`src/common/loader_params.svh`:
```
// Loader sizing constants
// SD status bit positions and cartridge memory map
`ifndef LOADER_PARAMS_SVH
`define LOADER_PARAMS_SVH

// ====================
// Flow control
// ====================
`define LOADER_FIFO_DEPTH   4      // Reader to parser queue entries
`define LOADER_MEM_CREDITS  4      // Initial write credits toward memory

// ====================
// SD card
// ====================
`define LOADER_SECTOR_BYTES 512
`define LOADER_ST_INIT_BUSY  4     // Card init still running
`define LOADER_ST_BLOCK_BUSY 5     // Block transfer in progress
`define LOADER_ST_RX_READY   6     // Received byte waiting

// ====================
// Cartridge memory map
// ====================
`define LOADER_CHR_BASE 22'h200000 // CHR follows the 2 MB PRG window

`endif

```
`src/common/loader_pkg.sv`:
```
// Shared loader types
// Byte, address and sector types, mapper flag layout, SD register map
`default_nettype none

package loader_pkg;

  typedef logic [7:0]  byte_t;
  typedef logic [21:0] load_addr_t;
  typedef logic [15:0] sector_t;       // Sector number or count
  typedef logic [23:0] sd_block_addr_t;

  // Mapper flags as handed to the cartridge mapper logic
  typedef struct packed {
    logic [7:0] zero;
    logic [3:0] flags7_lo;
    logic [3:0] flags6_lo;
    logic       has_chr_ram;
    logic       mirroring;
    logic [2:0] chr_size;
    logic [2:0] prg_size;
    logic [7:0] mapper;
  } mapper_flags_t;

  // SD controller register addresses
  typedef enum logic [2:0] {
    SD_REG_DATA     = 3'd0,
    SD_REG_CMD      = 3'd1,          // Command on write, status on read
    SD_REG_ADDR_LO  = 3'd2,
    SD_REG_ADDR_MID = 3'd3,
    SD_REG_ADDR_HI  = 3'd4
  } sd_reg_e;

endpackage

`default_nettype wire

```
`src/cart_loader/credit_fifo.sv`:
```
// Credited byte FIFO
// Circular store that returns one credit per popped entry
`timescale 1ns/100ps
`default_nettype none
`include "loader_params.svh"

module credit_fifo (
  input  wire                    clk,
  input  wire                    clk_spi,
  input  wire                    byte_valid,
  input  wire loader_pkg::byte_t byte_data,
  input  wire                    fifo_pop,
  output logic                   fifo_valid,
  output loader_pkg::byte_t      fifo_data,
  output logic                   byte_credit
);

  localparam int DEPTH = `LOADER_FIFO_DEPTH;
  localparam int PTR_W = $clog2(DEPTH);

  loader_pkg::byte_t mem [DEPTH];
  logic [PTR_W-1:0]  wr_ptr;
  logic [PTR_W-1:0]  rd_ptr;
  logic [PTR_W:0]    count;     // One extra bit to tell full from empty

  assign fifo_valid  = (count != '0);
  assign fifo_data   = mem[rd_ptr];
  assign byte_credit = fifo_pop && fifo_valid;

  always_ff @(posedge clk or posedge clk_spi) begin
    if (clk_spi) begin
      wr_ptr <= '0;
      rd_ptr <= '0;
      count  <= '0;
    end else begin
      if (byte_valid) wr_ptr <= wr_ptr + 1'b1;   // Depth is a power of two
      if (byte_credit) rd_ptr <= rd_ptr + 1'b1;
      count <= count + (PTR_W+1)'(byte_valid) - (PTR_W+1)'(byte_credit);
    end
  end

  always_ff @(posedge clk) begin
    if (byte_valid) mem[wr_ptr] <= byte_data;
  end

  // Sender credit count must keep us from overflowing
  a_no_write_full: assert property (@(posedge clk) disable iff (clk_spi)
    byte_valid |-> count < (PTR_W+1)'(DEPTH));
  a_no_pop_empty: assert property (@(posedge clk) disable iff (clk_spi)
    fifo_pop |-> fifo_valid);

endmodule

`default_nettype wire

```
`src/cart_loader/ines_parser.sv`:
```
// iNES header parser and cartridge memory writer
// Header checks, mapper flags, PRG/CHR addressing, memory credits
`timescale 1ns/100ps
`default_nettype none
`include "loader_params.svh"

module ines_parser (
  input  wire                    clk,
  input  wire                    clk_spi,
  input  wire                    fifo_valid,
  input  wire loader_pkg::byte_t fifo_data,
  input  wire                    mem_credit,
  output logic                   fifo_pop,
  output logic                   load_write,
  output loader_pkg::load_addr_t load_addr,
  output loader_pkg::byte_t      load_data,
  output loader_pkg::mapper_flags_t mapper_flags,
  output loader_pkg::sector_t    total_sectors,
  output logic                   done,
  output logic                   error
);

  localparam int CRED_W = $clog2(`LOADER_MEM_CREDITS + 1);

  typedef enum logic [1:0] {ST_HDR, ST_PRG, ST_CHR, ST_FIN} state_e;

  state_e                 state;
  loader_pkg::byte_t      hdr [16];
  logic [3:0]             hdr_idx;
  logic                   hdr_valid;
  logic [21:0]            remaining;     // Bytes left in current section
  loader_pkg::load_addr_t wr_addr;
  logic [CRED_W-1:0]      credits;
  logic                   take_data;
  logic                   hdr_ok;
  loader_pkg::byte_t      prg_units;
  loader_pkg::byte_t      chr_units;

  // Smallest n with units <= 2**n, capped at 7
  function automatic logic [2:0] size_code(input loader_pkg::byte_t units);
    logic [2:0] code;
    code = 3'd7;
    for (int n = 6; n >= 0; n--) begin
      if ({1'b0, units} <= (9'd1 << n)) code = 3'(n);
    end
    return code;
  endfunction

  assign prg_units = hdr[4];
  assign chr_units = hdr[5];
  assign hdr_ok = (hdr[0] == 8'h4E) && (hdr[1] == 8'h45) && (hdr[2] == 8'h53) &&
                  (hdr[3] == 8'h1A) && !hdr[6][2] && !hdr[6][3];

  // A write already in flight holds one credit
  assign take_data = (state == ST_PRG || state == ST_CHR) && fifo_valid &&
                     (credits > CRED_W'(load_write));
  assign fifo_pop  = take_data || (fifo_valid && (state == ST_HDR || state == ST_FIN));

  assign mapper_flags.zero        = '0;
  assign mapper_flags.flags7_lo   = hdr[7][3:0];
  assign mapper_flags.flags6_lo   = hdr[6][3:0];
  assign mapper_flags.has_chr_ram = (chr_units == '0);
  assign mapper_flags.mirroring   = hdr[6][0];
  assign mapper_flags.chr_size    = size_code(chr_units);
  assign mapper_flags.prg_size    = size_code(prg_units);
  assign mapper_flags.mapper      = {hdr[7][7:4], hdr[6][7:4]};

  // 32 sectors per 16 KB PRG unit, 16 per 8 KB CHR unit, plus the header sector
  assign total_sectors = hdr_valid ?
      ({3'b0, prg_units, 5'b0} + {4'b0, chr_units, 4'b0} + 16'd1) : '0;

  always_ff @(posedge clk or posedge clk_spi) begin
    if (clk_spi) begin
      credits <= CRED_W'(`LOADER_MEM_CREDITS);
    end else begin
      credits <= credits + CRED_W'(mem_credit) - CRED_W'(load_write);
    end
  end

  always_ff @(posedge clk or posedge clk_spi) begin
    if (clk_spi) begin
      state      <= ST_HDR;
      hdr_idx    <= '0;
      hdr_valid  <= 1'b0;
      remaining  <= '0;
      wr_addr    <= '0;
      load_write <= 1'b0;
      done       <= 1'b0;
      error      <= 1'b0;
    end else begin
      load_write <= take_data;
      if (state == ST_FIN && !error) done <= 1'b1;
      case (state)
        ST_HDR: if (fifo_valid) begin
          hdr_idx <= hdr_idx + 1'b1;
          if (hdr_idx == 4'd15) begin
            if (!hdr_ok) begin
              error <= 1'b1;
              state <= ST_FIN;
            end else begin
              hdr_valid <= 1'b1;
              wr_addr   <= '0;
              if (prg_units != '0) begin
                remaining <= {prg_units, 14'b0};
                state     <= ST_PRG;
              end else if (chr_units != '0) begin
                remaining <= {1'b0, chr_units, 13'b0};
                wr_addr   <= `LOADER_CHR_BASE;
                state     <= ST_CHR;
              end else begin
                state <= ST_FIN;
              end
            end
          end
        end
        ST_PRG: if (take_data) begin
          remaining <= remaining - 1'b1;
          wr_addr   <= wr_addr + 1'b1;
          if (remaining == 22'd1) begin
            if (chr_units != '0) begin
              remaining <= {1'b0, chr_units, 13'b0};
              wr_addr   <= `LOADER_CHR_BASE;
              state     <= ST_CHR;
            end else begin
              state <= ST_FIN;              // CHR RAM cart
            end
          end
        end
        ST_CHR: if (take_data) begin
          remaining <= remaining - 1'b1;
          wr_addr   <= wr_addr + 1'b1;
          if (remaining == 22'd1) state <= ST_FIN;
        end
        default: ;                          // Drain sector padding
      endcase
    end
  end

  always_ff @(posedge clk) begin
    if (state == ST_HDR && fifo_valid) hdr[hdr_idx] <= fifo_data;
    if (take_data) begin
      load_data <= fifo_data;
      load_addr <= wr_addr;
    end
  end

  a_write_has_credit: assert property (@(posedge clk) disable iff (clk_spi)
    load_write |-> credits != '0);

endmodule

`default_nettype wire

```
`src/sd_reader/sd_block_reader.sv`:
```
// SD sector sequencer
// Sets block address, starts reads and forwards bytes on a credit link
`timescale 1ns/100ps
`default_nettype none
`include "loader_params.svh"

module sd_block_reader (
  input  wire                        clk,
  input  wire                        clk_spi,
  input  wire loader_pkg::byte_t     sd_dout,
  input  wire loader_pkg::byte_t     sd_status,
  input  wire loader_pkg::sector_t   total_sectors,
  input  wire                        stop,
  input  wire                        byte_credit,
  output loader_pkg::sd_reg_e        sd_reg_addr,
  output loader_pkg::byte_t          sd_din,
  output logic                       sd_wr,
  output logic                       sd_rd,
  output logic                       byte_valid,
  output loader_pkg::byte_t          byte_data
);

  localparam int CRED_W = $clog2(`LOADER_FIFO_DEPTH + 1);
  localparam int CNT_W  = $clog2(`LOADER_SECTOR_BYTES + 1);

  typedef enum logic [2:0] {
    ST_INIT, ST_IDLE, ST_ADDR, ST_ADDR_GAP, ST_READ, ST_TAKE, ST_PUSH, ST_END
  } state_e;

  state_e                     state;
  logic [CRED_W-1:0]          credits;
  logic [CNT_W-1:0]           byte_cnt;
  logic [1:0]                 step;         // Address write index
  loader_pkg::sector_t        sector_cnt;
  loader_pkg::sector_t        sector_limit;
  loader_pkg::sd_block_addr_t block_addr;
  logic                       init_busy;
  logic                       block_busy;
  logic                       rx_ready;

  assign init_busy  = sd_status[`LOADER_ST_INIT_BUSY];
  assign block_busy = sd_status[`LOADER_ST_BLOCK_BUSY];
  assign rx_ready   = sd_status[`LOADER_ST_RX_READY];

  // Header not parsed yet so read one sector
  assign sector_limit = (total_sectors == '0) ? loader_pkg::sector_t'(1) : total_sectors;

  // ====================
  // FIFO credits
  // ====================
  always_ff @(posedge clk or posedge clk_spi) begin
    if (clk_spi) begin
      credits <= CRED_W'(`LOADER_FIFO_DEPTH);
    end else begin
      credits <= credits + CRED_W'(byte_credit) - CRED_W'(byte_valid);
    end
  end

  // ====================
  // Sector sequencer
  // ====================
  always_ff @(posedge clk or posedge clk_spi) begin
    if (clk_spi) begin
      state       <= ST_INIT;
      sd_reg_addr <= loader_pkg::SD_REG_DATA;
      sd_din      <= '0;
      sd_wr       <= 1'b0;
      sd_rd       <= 1'b0;
      byte_valid  <= 1'b0;
      step        <= '0;
      byte_cnt    <= '0;
      sector_cnt  <= '0;
      block_addr  <= '0;
    end else begin
      sd_wr      <= 1'b0;   // Strobes last one cycle
      sd_rd      <= 1'b0;
      byte_valid <= 1'b0;
      case (state)
        ST_INIT: if (!init_busy) state <= ST_IDLE;
        ST_IDLE: begin
          if (!stop && !block_busy && sector_cnt < sector_limit) begin
            step  <= '0;
            state <= ST_ADDR;
          end
        end
        ST_ADDR: begin
          sd_wr <= 1'b1;
          case (step)
            2'd0: begin
              sd_reg_addr <= loader_pkg::SD_REG_ADDR_LO;
              sd_din      <= block_addr[7:0];
            end
            2'd1: begin
              sd_reg_addr <= loader_pkg::SD_REG_ADDR_MID;
              sd_din      <= block_addr[15:8];
            end
            2'd2: begin
              sd_reg_addr <= loader_pkg::SD_REG_ADDR_HI;
              sd_din      <= block_addr[23:16];
            end
            default: begin
              sd_reg_addr <= loader_pkg::SD_REG_CMD;  // Zero starts a read
              sd_din      <= '0;
            end
          endcase
          state <= ST_ADDR_GAP;
        end
        ST_ADDR_GAP: begin
          step <= step + 2'd1;
          if (step == 2'd3) begin
            byte_cnt <= '0;
            state    <= ST_READ;
          end else begin
            state <= ST_ADDR;
          end
        end
        ST_READ: begin
          if (stop) begin
            state <= ST_IDLE;                      // Parser rejected the image
          end else if (byte_cnt == CNT_W'(`LOADER_SECTOR_BYTES)) begin
            state <= ST_END;
          end else if (rx_ready && credits != '0) begin
            sd_reg_addr <= loader_pkg::SD_REG_DATA;
            sd_rd       <= 1'b1;
            state       <= ST_TAKE;
          end
        end
        ST_TAKE: begin                             // sd_dout valid with sd_rd
          byte_valid <= 1'b1;
          byte_cnt   <= byte_cnt + 1'b1;
          state      <= ST_PUSH;
        end
        ST_PUSH: state <= ST_READ;                 // Credit spent this cycle
        ST_END: begin
          if (!block_busy) begin
            sector_cnt <= sector_cnt + 1'b1;
            block_addr <= block_addr + 1'b1;
            state      <= ST_IDLE;
          end
        end
        default: state <= ST_INIT;
      endcase
    end
  end

  always_ff @(posedge clk) begin
    if (state == ST_TAKE) byte_data <= sd_dout;
  end

  a_valid_has_credit: assert property (@(posedge clk) disable iff (clk_spi)
    byte_valid |-> credits != '0);
  a_strobes_exclusive: assert property (@(posedge clk) disable iff (clk_spi)
    !(sd_wr && sd_rd));

endmodule

`default_nettype wire

```
`src/verilog/rom_loader.sv`:
```
// Cartridge loader top
// SD sector reader, credit FIFO and iNES parser
`timescale 1ns/100ps
`default_nettype none

module rom_loader (
  input  wire                       clk,
  input  wire                       clk_spi,
  input  wire loader_pkg::byte_t    sd_dout,
  input  wire loader_pkg::byte_t    sd_status,
  input  wire                       mem_credit,
  output loader_pkg::sd_reg_e       sd_reg_addr,
  output loader_pkg::byte_t         sd_din,
  output logic                      sd_wr,
  output logic                      sd_rd,
  output logic                      load_write,
  output loader_pkg::load_addr_t    load_addr,
  output loader_pkg::byte_t         load_data,
  output loader_pkg::mapper_flags_t mapper_flags,
  output logic                      done,
  output logic                      error
);

  // Reader to FIFO
  wire                 byte_valid;
  wire                 byte_credit;
  loader_pkg::byte_t   byte_data;
  // FIFO to parser
  wire                 fifo_valid;
  wire                 fifo_pop;
  loader_pkg::byte_t   fifo_data;
  loader_pkg::sector_t total_sectors;   // Parser tells reader how far to go

  sd_block_reader u_reader (
    .clk, .clk_spi, .sd_dout, .sd_status, .total_sectors,
    .stop(error), .byte_credit, .sd_reg_addr, .sd_din, .sd_wr, .sd_rd,
    .byte_valid, .byte_data
  );

  credit_fifo u_fifo (
    .clk, .clk_spi, .byte_valid, .byte_data, .fifo_pop,
    .fifo_valid, .fifo_data, .byte_credit
  );

  ines_parser u_parser (
    .clk, .clk_spi, .fifo_valid, .fifo_data, .mem_credit, .fifo_pop,
    .load_write, .load_addr, .load_data, .mapper_flags, .total_sectors,
    .done, .error
  );

endmodule

`default_nettype wire

```
`config.mk`:
```
export PLATFORM = sky130hd
export DESIGN_NAME = rom_loader
export DESIGN_NICKNAME = d
export VERILOG_FILES = /design/src/common/loader_pkg.sv /design/src/cart_loader/credit_fifo.sv /design/src/cart_loader/ines_parser.sv /design/src/sd_reader/sd_block_reader.sv /design/src/verilog/rom_loader.sv
export VERILOG_INCLUDE_DIRS = /design/src /design/src/common
export SDC_FILE = /design/constraint.sdc
export NUM_CORES = 1
export LEC_CHECK = 0
export BUFFER_PORTS_ARGS = -buffer_cell sky130_fd_sc_hd__buf_2
export CORE_ASPECT_RATIO = 0.6
export CORE_UTILIZATION = 60
export CTS_CLUSTER_DIAMETER = 120
export DETAILED_ROUTE_END_ITERATION = 6
export GPL_TIMING_DRIVEN = 0
export PLACE_DENSITY = 0.8
export REMOVE_ABC_BUFFERS = 1
export SYNTH_ARGS = -nofsm -noshare
export SYNTH_HDL_FRONTEND = slang
export SYNTH_SLANG_ARGS = --single-unit
```
`constraint.sdc`:
```
create_clock -name clk -period 4.9 [get_ports clk]
set_input_delay 0.245 -clock clk [delete_from_list [all_inputs] [get_ports clk]]
set_output_delay 0.245 -clock clk [all_outputs]
set_load 0.01 [all_outputs]
```
Yosys cells after proc, flatten, opt, wreduce, memory -nomap -nowiden --
Memory sizes are Yosys's and may differ from the RTL's. Index checks and enable logic that the tools add are counted. W data, S select, Z words.
Storage, ports and cells: output and inout port bits 78, memory bits (writable) 160, input port bits 19, memories kept 2, logic and storage cells 218, flip-flop bits (word level) 174
Memories:
- u_parser.hdr | depth 16, width 8, rd ports 8, clocked after memory_dff 0, write ports 1, line ines_parser.sv:28 | loader_pkg::byte_t hdr [16];
- u_fifo.mem | depth 4, width 8, rd ports 1, clocked after memory_dff 0, write ports 1, line credit_fifo.sv:21 | loader_pkg::byte_t mem [DEPTH];
Cells by class: equality and inequality tests 36, order comparisons 16, add/subtract/negate cells 17, mux-type cells 74, reductions and logical operators 45, bitwise operators 2
Operator list (count):
- $mux W22 | 18
- $pmux W22 S3 | 2
- $mux W3 | 18
- $add A16 B1 Y16 const B | 2
- $mux W16 | 2
- $mux W2 | 13
- $add A24 B1 Y24 const B | 1
- $eq A8 B7 Y1 const B | 3
- $pmux W3 S8 | 1
- $pmux W8 S3 | 1
- $add A22 B1 Y22 const B | 1
- $eq A22 B1 Y1 const B | 1
- $sub A22 B1 Y22 const B | 1
- $pmux W10 S2 | 1
- $le A8 B1 Y1 const B | 2
- $le A8 B2 Y1 const B | 2
- $le A8 B3 Y1 const B | 2
- $le A8 B4 Y1 const B | 2
- $le A8 B5 Y1 const B | 2
- $le A8 B6 Y1 const B | 2
- $le A8 B7 Y1 const B | 2
- $logic_not A16 Y1 | 1
- $lt A16 B16 Y1 | 1
- $reduce_and A4 Y1 | 4
- other kinds (38) | 105

Longest topological paths before layout --
An unclocked memory read counts as a cell.
depth in word-level cells 11, mapped depth 16, depth with buffers taken out 16

Modules after synthesis --
From an unflattened synthesis, not the netlist that was laid out.
Unflattened totals: cell total of the unflattened synthesis 1104, area total of the unflattened synthesis 12916.1 um2
Modules (own cells, without submodules):
- ines_parser | area each 7295.7 um2, cells an instance 632, times used 1, sequential area each 4250.3 um2
- sd_block_reader | area each 4065.1 um2, cells an instance 395, times used 1, sequential area each 2043.2 um2
- credit_fifo | area each 1555.2 um2, cells an instance 77, times used 1, sequential area each 1136.1 um2

Worst setup path after synthesis --
No wires, ideal clock.
kind register to register, start register u_parser.state[0], end register u_parser.load_addr[0] (enable), slack 1312 ps, arrival time 3132 ps, path buffers 1, required time 4443 ps, library setup time 457 ps, clock period less this slack 3588 ps, cell stages (with the launch flop) 6, path through dfrtp_1 inv_1 ha_1 buf_2 inv_1 nor3_1
Between the ends: cells in the longest elaborated chain, start to end 4, elaborated cells between the ends (all ways) 5, those cells by class eq/ne (2); reduce/logical (3)
RTL lines:
- from (decl) | line ines_parser.sv:27 | state_e state;
- from (signal assigned) | line ines_parser.sv:82 | state <= ST_HDR;
- from (signal assigned) | line ines_parser.sv:99 | state <= ST_FIN;
- from (signal assigned) | line ines_parser.sv:105 | state <= ST_PRG;
- $eq A2 B1 Y1 / $eq A2 B2 Y1 (equally long branches) | line ines_parser.sv:55 | assign take_data = (state == ST_PRG || state == ST_CHR) && fifo_valid &&
- $logic_or A1 B1 Y1 * | line ines_parser.sv:55
- $logic_and A1 B1 Y1 * (2 in a row) | line ines_parser.sv:55
- net u_parser.take_data | line ines_parser.sv:34 | logic take_data;
- to (signal assigned) | line ines_parser.sv:143 | load_addr <= wr_addr;
- to (decl) | line ines_parser.sv:15 | output loader_pkg::load_addr_t load_addr,
The timed path passes the listed nets; every way through them passes the cells marked *. A chain may end at the register's enable or synchronous reset.

Worst setup path in the final report --
start register u_parser.state[0], end register u_parser.remaining[16]
Between the ends: cells in the longest elaborated chain, start to end 6, elaborated cells between the ends (all ways) 15, those cells by class eq/ne (8); mux (1); reduce/logical (6)
RTL lines:
- $eq A2 B1 Y1 / $eq A2 B2 Y1 (equally long branches) | line ines_parser.sv:55, ines_parser.sv:93
- $logic_or A1 B1 Y1 | line ines_parser.sv:55
- $logic_and A1 B1 Y1 (2 in a row) | line ines_parser.sv:55
- $ne A2 B1 Y1 (no source line)
- $reduce_and A7 Y1 (no source line)
- to (signal assigned) | line ines_parser.sv:104 | remaining <= {prg_units, 14'b0};
- to (signal assigned) | line ines_parser.sv:107 | remaining <= {1'b0, chr_units, 13'b0};
- to (signal assigned) | line ines_parser.sv:117 | remaining <= remaining - 1'b1;
- to (decl) | line ines_parser.sv:31 | logic [21:0] remaining;
Parallel ways exist; a longest one is shown, timed or not.

==> run metrics <==
DR WL/cell 18.3 um; Syn Area/Cell 11.7 um2; Setup crit start u_parser.state[0]; 1st-iter DRT viols 939; synthesis warning total 0; P_leak 5.65 nW; WP data arrival 4390 ps; final wirelength 26.2 mm; cell taking the most area after synthesis edfxtp_1; Port Buffers 83; TritonRoute pass-1 iters 7; TritonCTS Buffers 24; CTS root buf clkbuf_16; Synth area leaders edfxtp_1, dfrtp_1, ha_1; Syn-to-layout area delta 11.8%; vias per inst 6.03; Yosys top cell area share 32.3%; #FFs+latches synth 270; area occupied by registers 7430 um2; placed cell area 13100 um2; CP Class flop to flop; reg2reg start u_parser.state[0]; Die Height 114 um; HPWL Detailed 18.2 mm; Setup crit end kind flop; Post-Syn Area 12400 um2; grt total ovfl 0; largest net degree at the start of global routing 99; endpoints failing setup 0; # diodes 0; Final ANT Viol Nets 0; Final Hold Fails 0; antenna violations before repair 0; Max Slew Vio Count 0; core area 20200 um2; vias in the first global route 8136; WL met3 2.13 mm; Setup Fix Bufs, Post-CTS 0; flop2flop setup slack 950 ps; violated checks DRC; Worst Max-Slew Pin Slew 1420 ps; DRC 2; sequential fraction of the synthesis area 59.7%; Data required, critical path 5340 ps; Final Critical Period 3950 ps; Clock Skews 18.5 ps; Post-Syn Instances 1059; EDFF count, synth 134; Final Cell Area 13900 um2; share of cells above drive strength 1 12.4%; number of clock sinks 270; wl on met1 12.5 mm; Max-slew headroom 4.99%; Vias 8634; Final #Nets 1212; die area 21300 um2; Reg-to-Reg End u_parser.remaining[16]; Clock Latency Late Sink 530 ps; maximum fanout along the worst path 33; Sum Neg Setup Slack 0 ps; maxcap violations 0; Worst Setup Start Kind flop; multi-input logic area 4620 um2; fillcell total 1494; I/O pins 97; CP Capture Point u_parser.remaining[16]; Tot GR Track Use 25.4%; Highest Clock Rate 253 MHz; VDD IR-drop max 0.321 mV; Top FF cell, synth edfxtp_1; GP Congestion 0.939; Die W 188 um; HP Class primary input to flop; TritonCTS clock tree done; fraction of registers with async set/reset 50.4%; Worst-path clk slew 70 ps; Starting Density 61.7%; met2 wire length 11.1 mm; status complete, but fails checks; synth unique cells 68; first-pass GRT wire length 43.0 mm; Pwr Density 529 nW/um2; H-tree levels 1; Rows 40; RSZ-0062 raised after global routing no; Longest Clk Path Bufs 3; WHS Path Cells 2; Top Metal Used met4; final worst-path cycle share 80.7%; cells on worst reg2reg path 7
[critical path, cell delays in order, from the launching register on]
cell	delay, ps
dfrtp_1	420
inv_1	100
ha_1	670
a41oi_1	240
a211oi_1	890
nand2_1	860
or3_1	580
o21ai_0	100
[layout by cell type, fill, tap and decap left out, types with 6 or more instances in the layout]
cell type	synthesis	layout
dfrtp_1	134	134
edfxtp_1	134	134
nand2_1	92	92
buf_2	4	83
o21ai_0	81	80
nor2_1	72	72
inv_1	52	51
ha_1	48	48
xnor2_1	37	37
nand3_1	32	32
a21oi_1	26	26
clkbuf_16	0	25
nand4_1	24	24
nor3_1	24	23
o31ai_1	19	19
and2_1	18	18
a31oi_1	18	18
xor2_1	16	16
and3_1	14	14
nand2b_1	10	10
nor2b_1	10	10
or3_1	9	9
nor4b_1	9	9
a211oi_1	9	9
dlygate4sd3_1	0	9
a222oi_1	8	8
o211ai_1	8	8
mux4_2	8	8
conb_1	1	8
nor4_1	7	7
o41ai_1	7	7
and4_1	7	7
o21ai_1	7	7
a21o_1	6	6
o22ai_1	6	6
[cells by family (layout without fill, tap and decap cells)]
group | Yosys count | count (layout) | synth area share (%)
mux | 11 | 11 | 1.69
fa+ha+maj | 52 | 52 | 5.47
simple gates | 355 | 355 | 14.7
buf+inv | 98 | 191 | 3.45
flops | 270 | 270 | 59.7
compound gates | 219 | 219 | 11.2
other cells | 1 | 8 | 0.0301
xor+xnor | 53 | 53 | 3.73
[metrics by stage]
step           instances  utilization [%]  setup slack (ps)  hold slack [ps]  power, mW
2_1_floorplan       1020                -              1020              344       4.72
6_report            1432             68.9               945             12.3       7.36
3_5_place_dp        1379             64.7              1020              266       5.53
3_3_place_gp        1376             64.4              -713              422       5.40
5_1_grt             1432             68.9               644             8.13       7.79
4_1_cts             1432             68.9              1010             1.28       7.38
[sequential cells by signal, indices dropped and copies added (netlist names), 10 cells and up]
signal               cells
u_parser.hdr            64
u_reader.block_addr     24
u_reader.byte_cnt       10
u_parser.load_addr      22
u_reader.sector_cnt     16
u_fifo.mem              32
u_parser.wr_addr        22
u_parser.remaining      22
[cells in the mapped netlist, types with 6 or more instances]
cell,count
xnor2_1,37
a211oi_1,9
o21ai_1,7
and4_1,7
mux4_2,8
o211ai_1,8
o22ai_1,6
and2_1,18
edfxtp_1,134
a31oi_1,18
buf_1,6
nand2b_1,10
ha_1,48
buf_4,9
nand3_1,32
or3_1,9
nor2b_1,10
inv_1,52
nor3_1,24
a222oi_1,8
a21oi_1,26
nor4_1,7
xor2_1,16
nand2_1,92
a21o_1,6
o41ai_1,7
o21ai_0,81
clkbuf_1,24
nand4_1,24
and3_1,14
nor2_1,72
dfrtp_1,134
nor4b_1,9
o31ai_1,19
[power by group]
group          leakage (nW)  internal, mW  switching [mW]
Clock                 0.369          1.02           0.828
Combinational          2.26         0.788            1.44
Sequential             3.01          2.94           0.347
[worst min path at each step]
stage | from | endpoint | slack [ps]
3_5_place_dp | clk_spi | u_reader.sd_wr | 270
4_1_cts | mem_credit | u_parser.credits[0] | 1
2_1_floorplan | sd_dout[0] | u_reader.byte_data[0] | 340
3_3_place_gp | sd_dout[3] | u_reader.byte_data[3] | 420
6_report | mem_credit | u_parser.credits[0] | 10
5_1_grt | mem_credit | u_parser.credits[0] | 8
[layout make-up]
type	count	area share [%]
sequential	270	53.4
multi-input combinational	698	33.2
clock buffer	33	4.89
timing repair buffer	95	4.00
tap	273	2.46
inverter	52	1.44
clock inverter	11	0.585
[layer usage]
metal  vias up  track usage, %
met1      4187            40.3
met2       344            36.4
met3        38            4.37
li1       4065               -
met4         0            5.96
met5         -               0
[what timing repair did]
action,CTS,global route
hold endpoints to repair,46,0
hold buffers,9,0
resized for setup,0,0
Note: power is estimated with default switching activity, not from simulation.
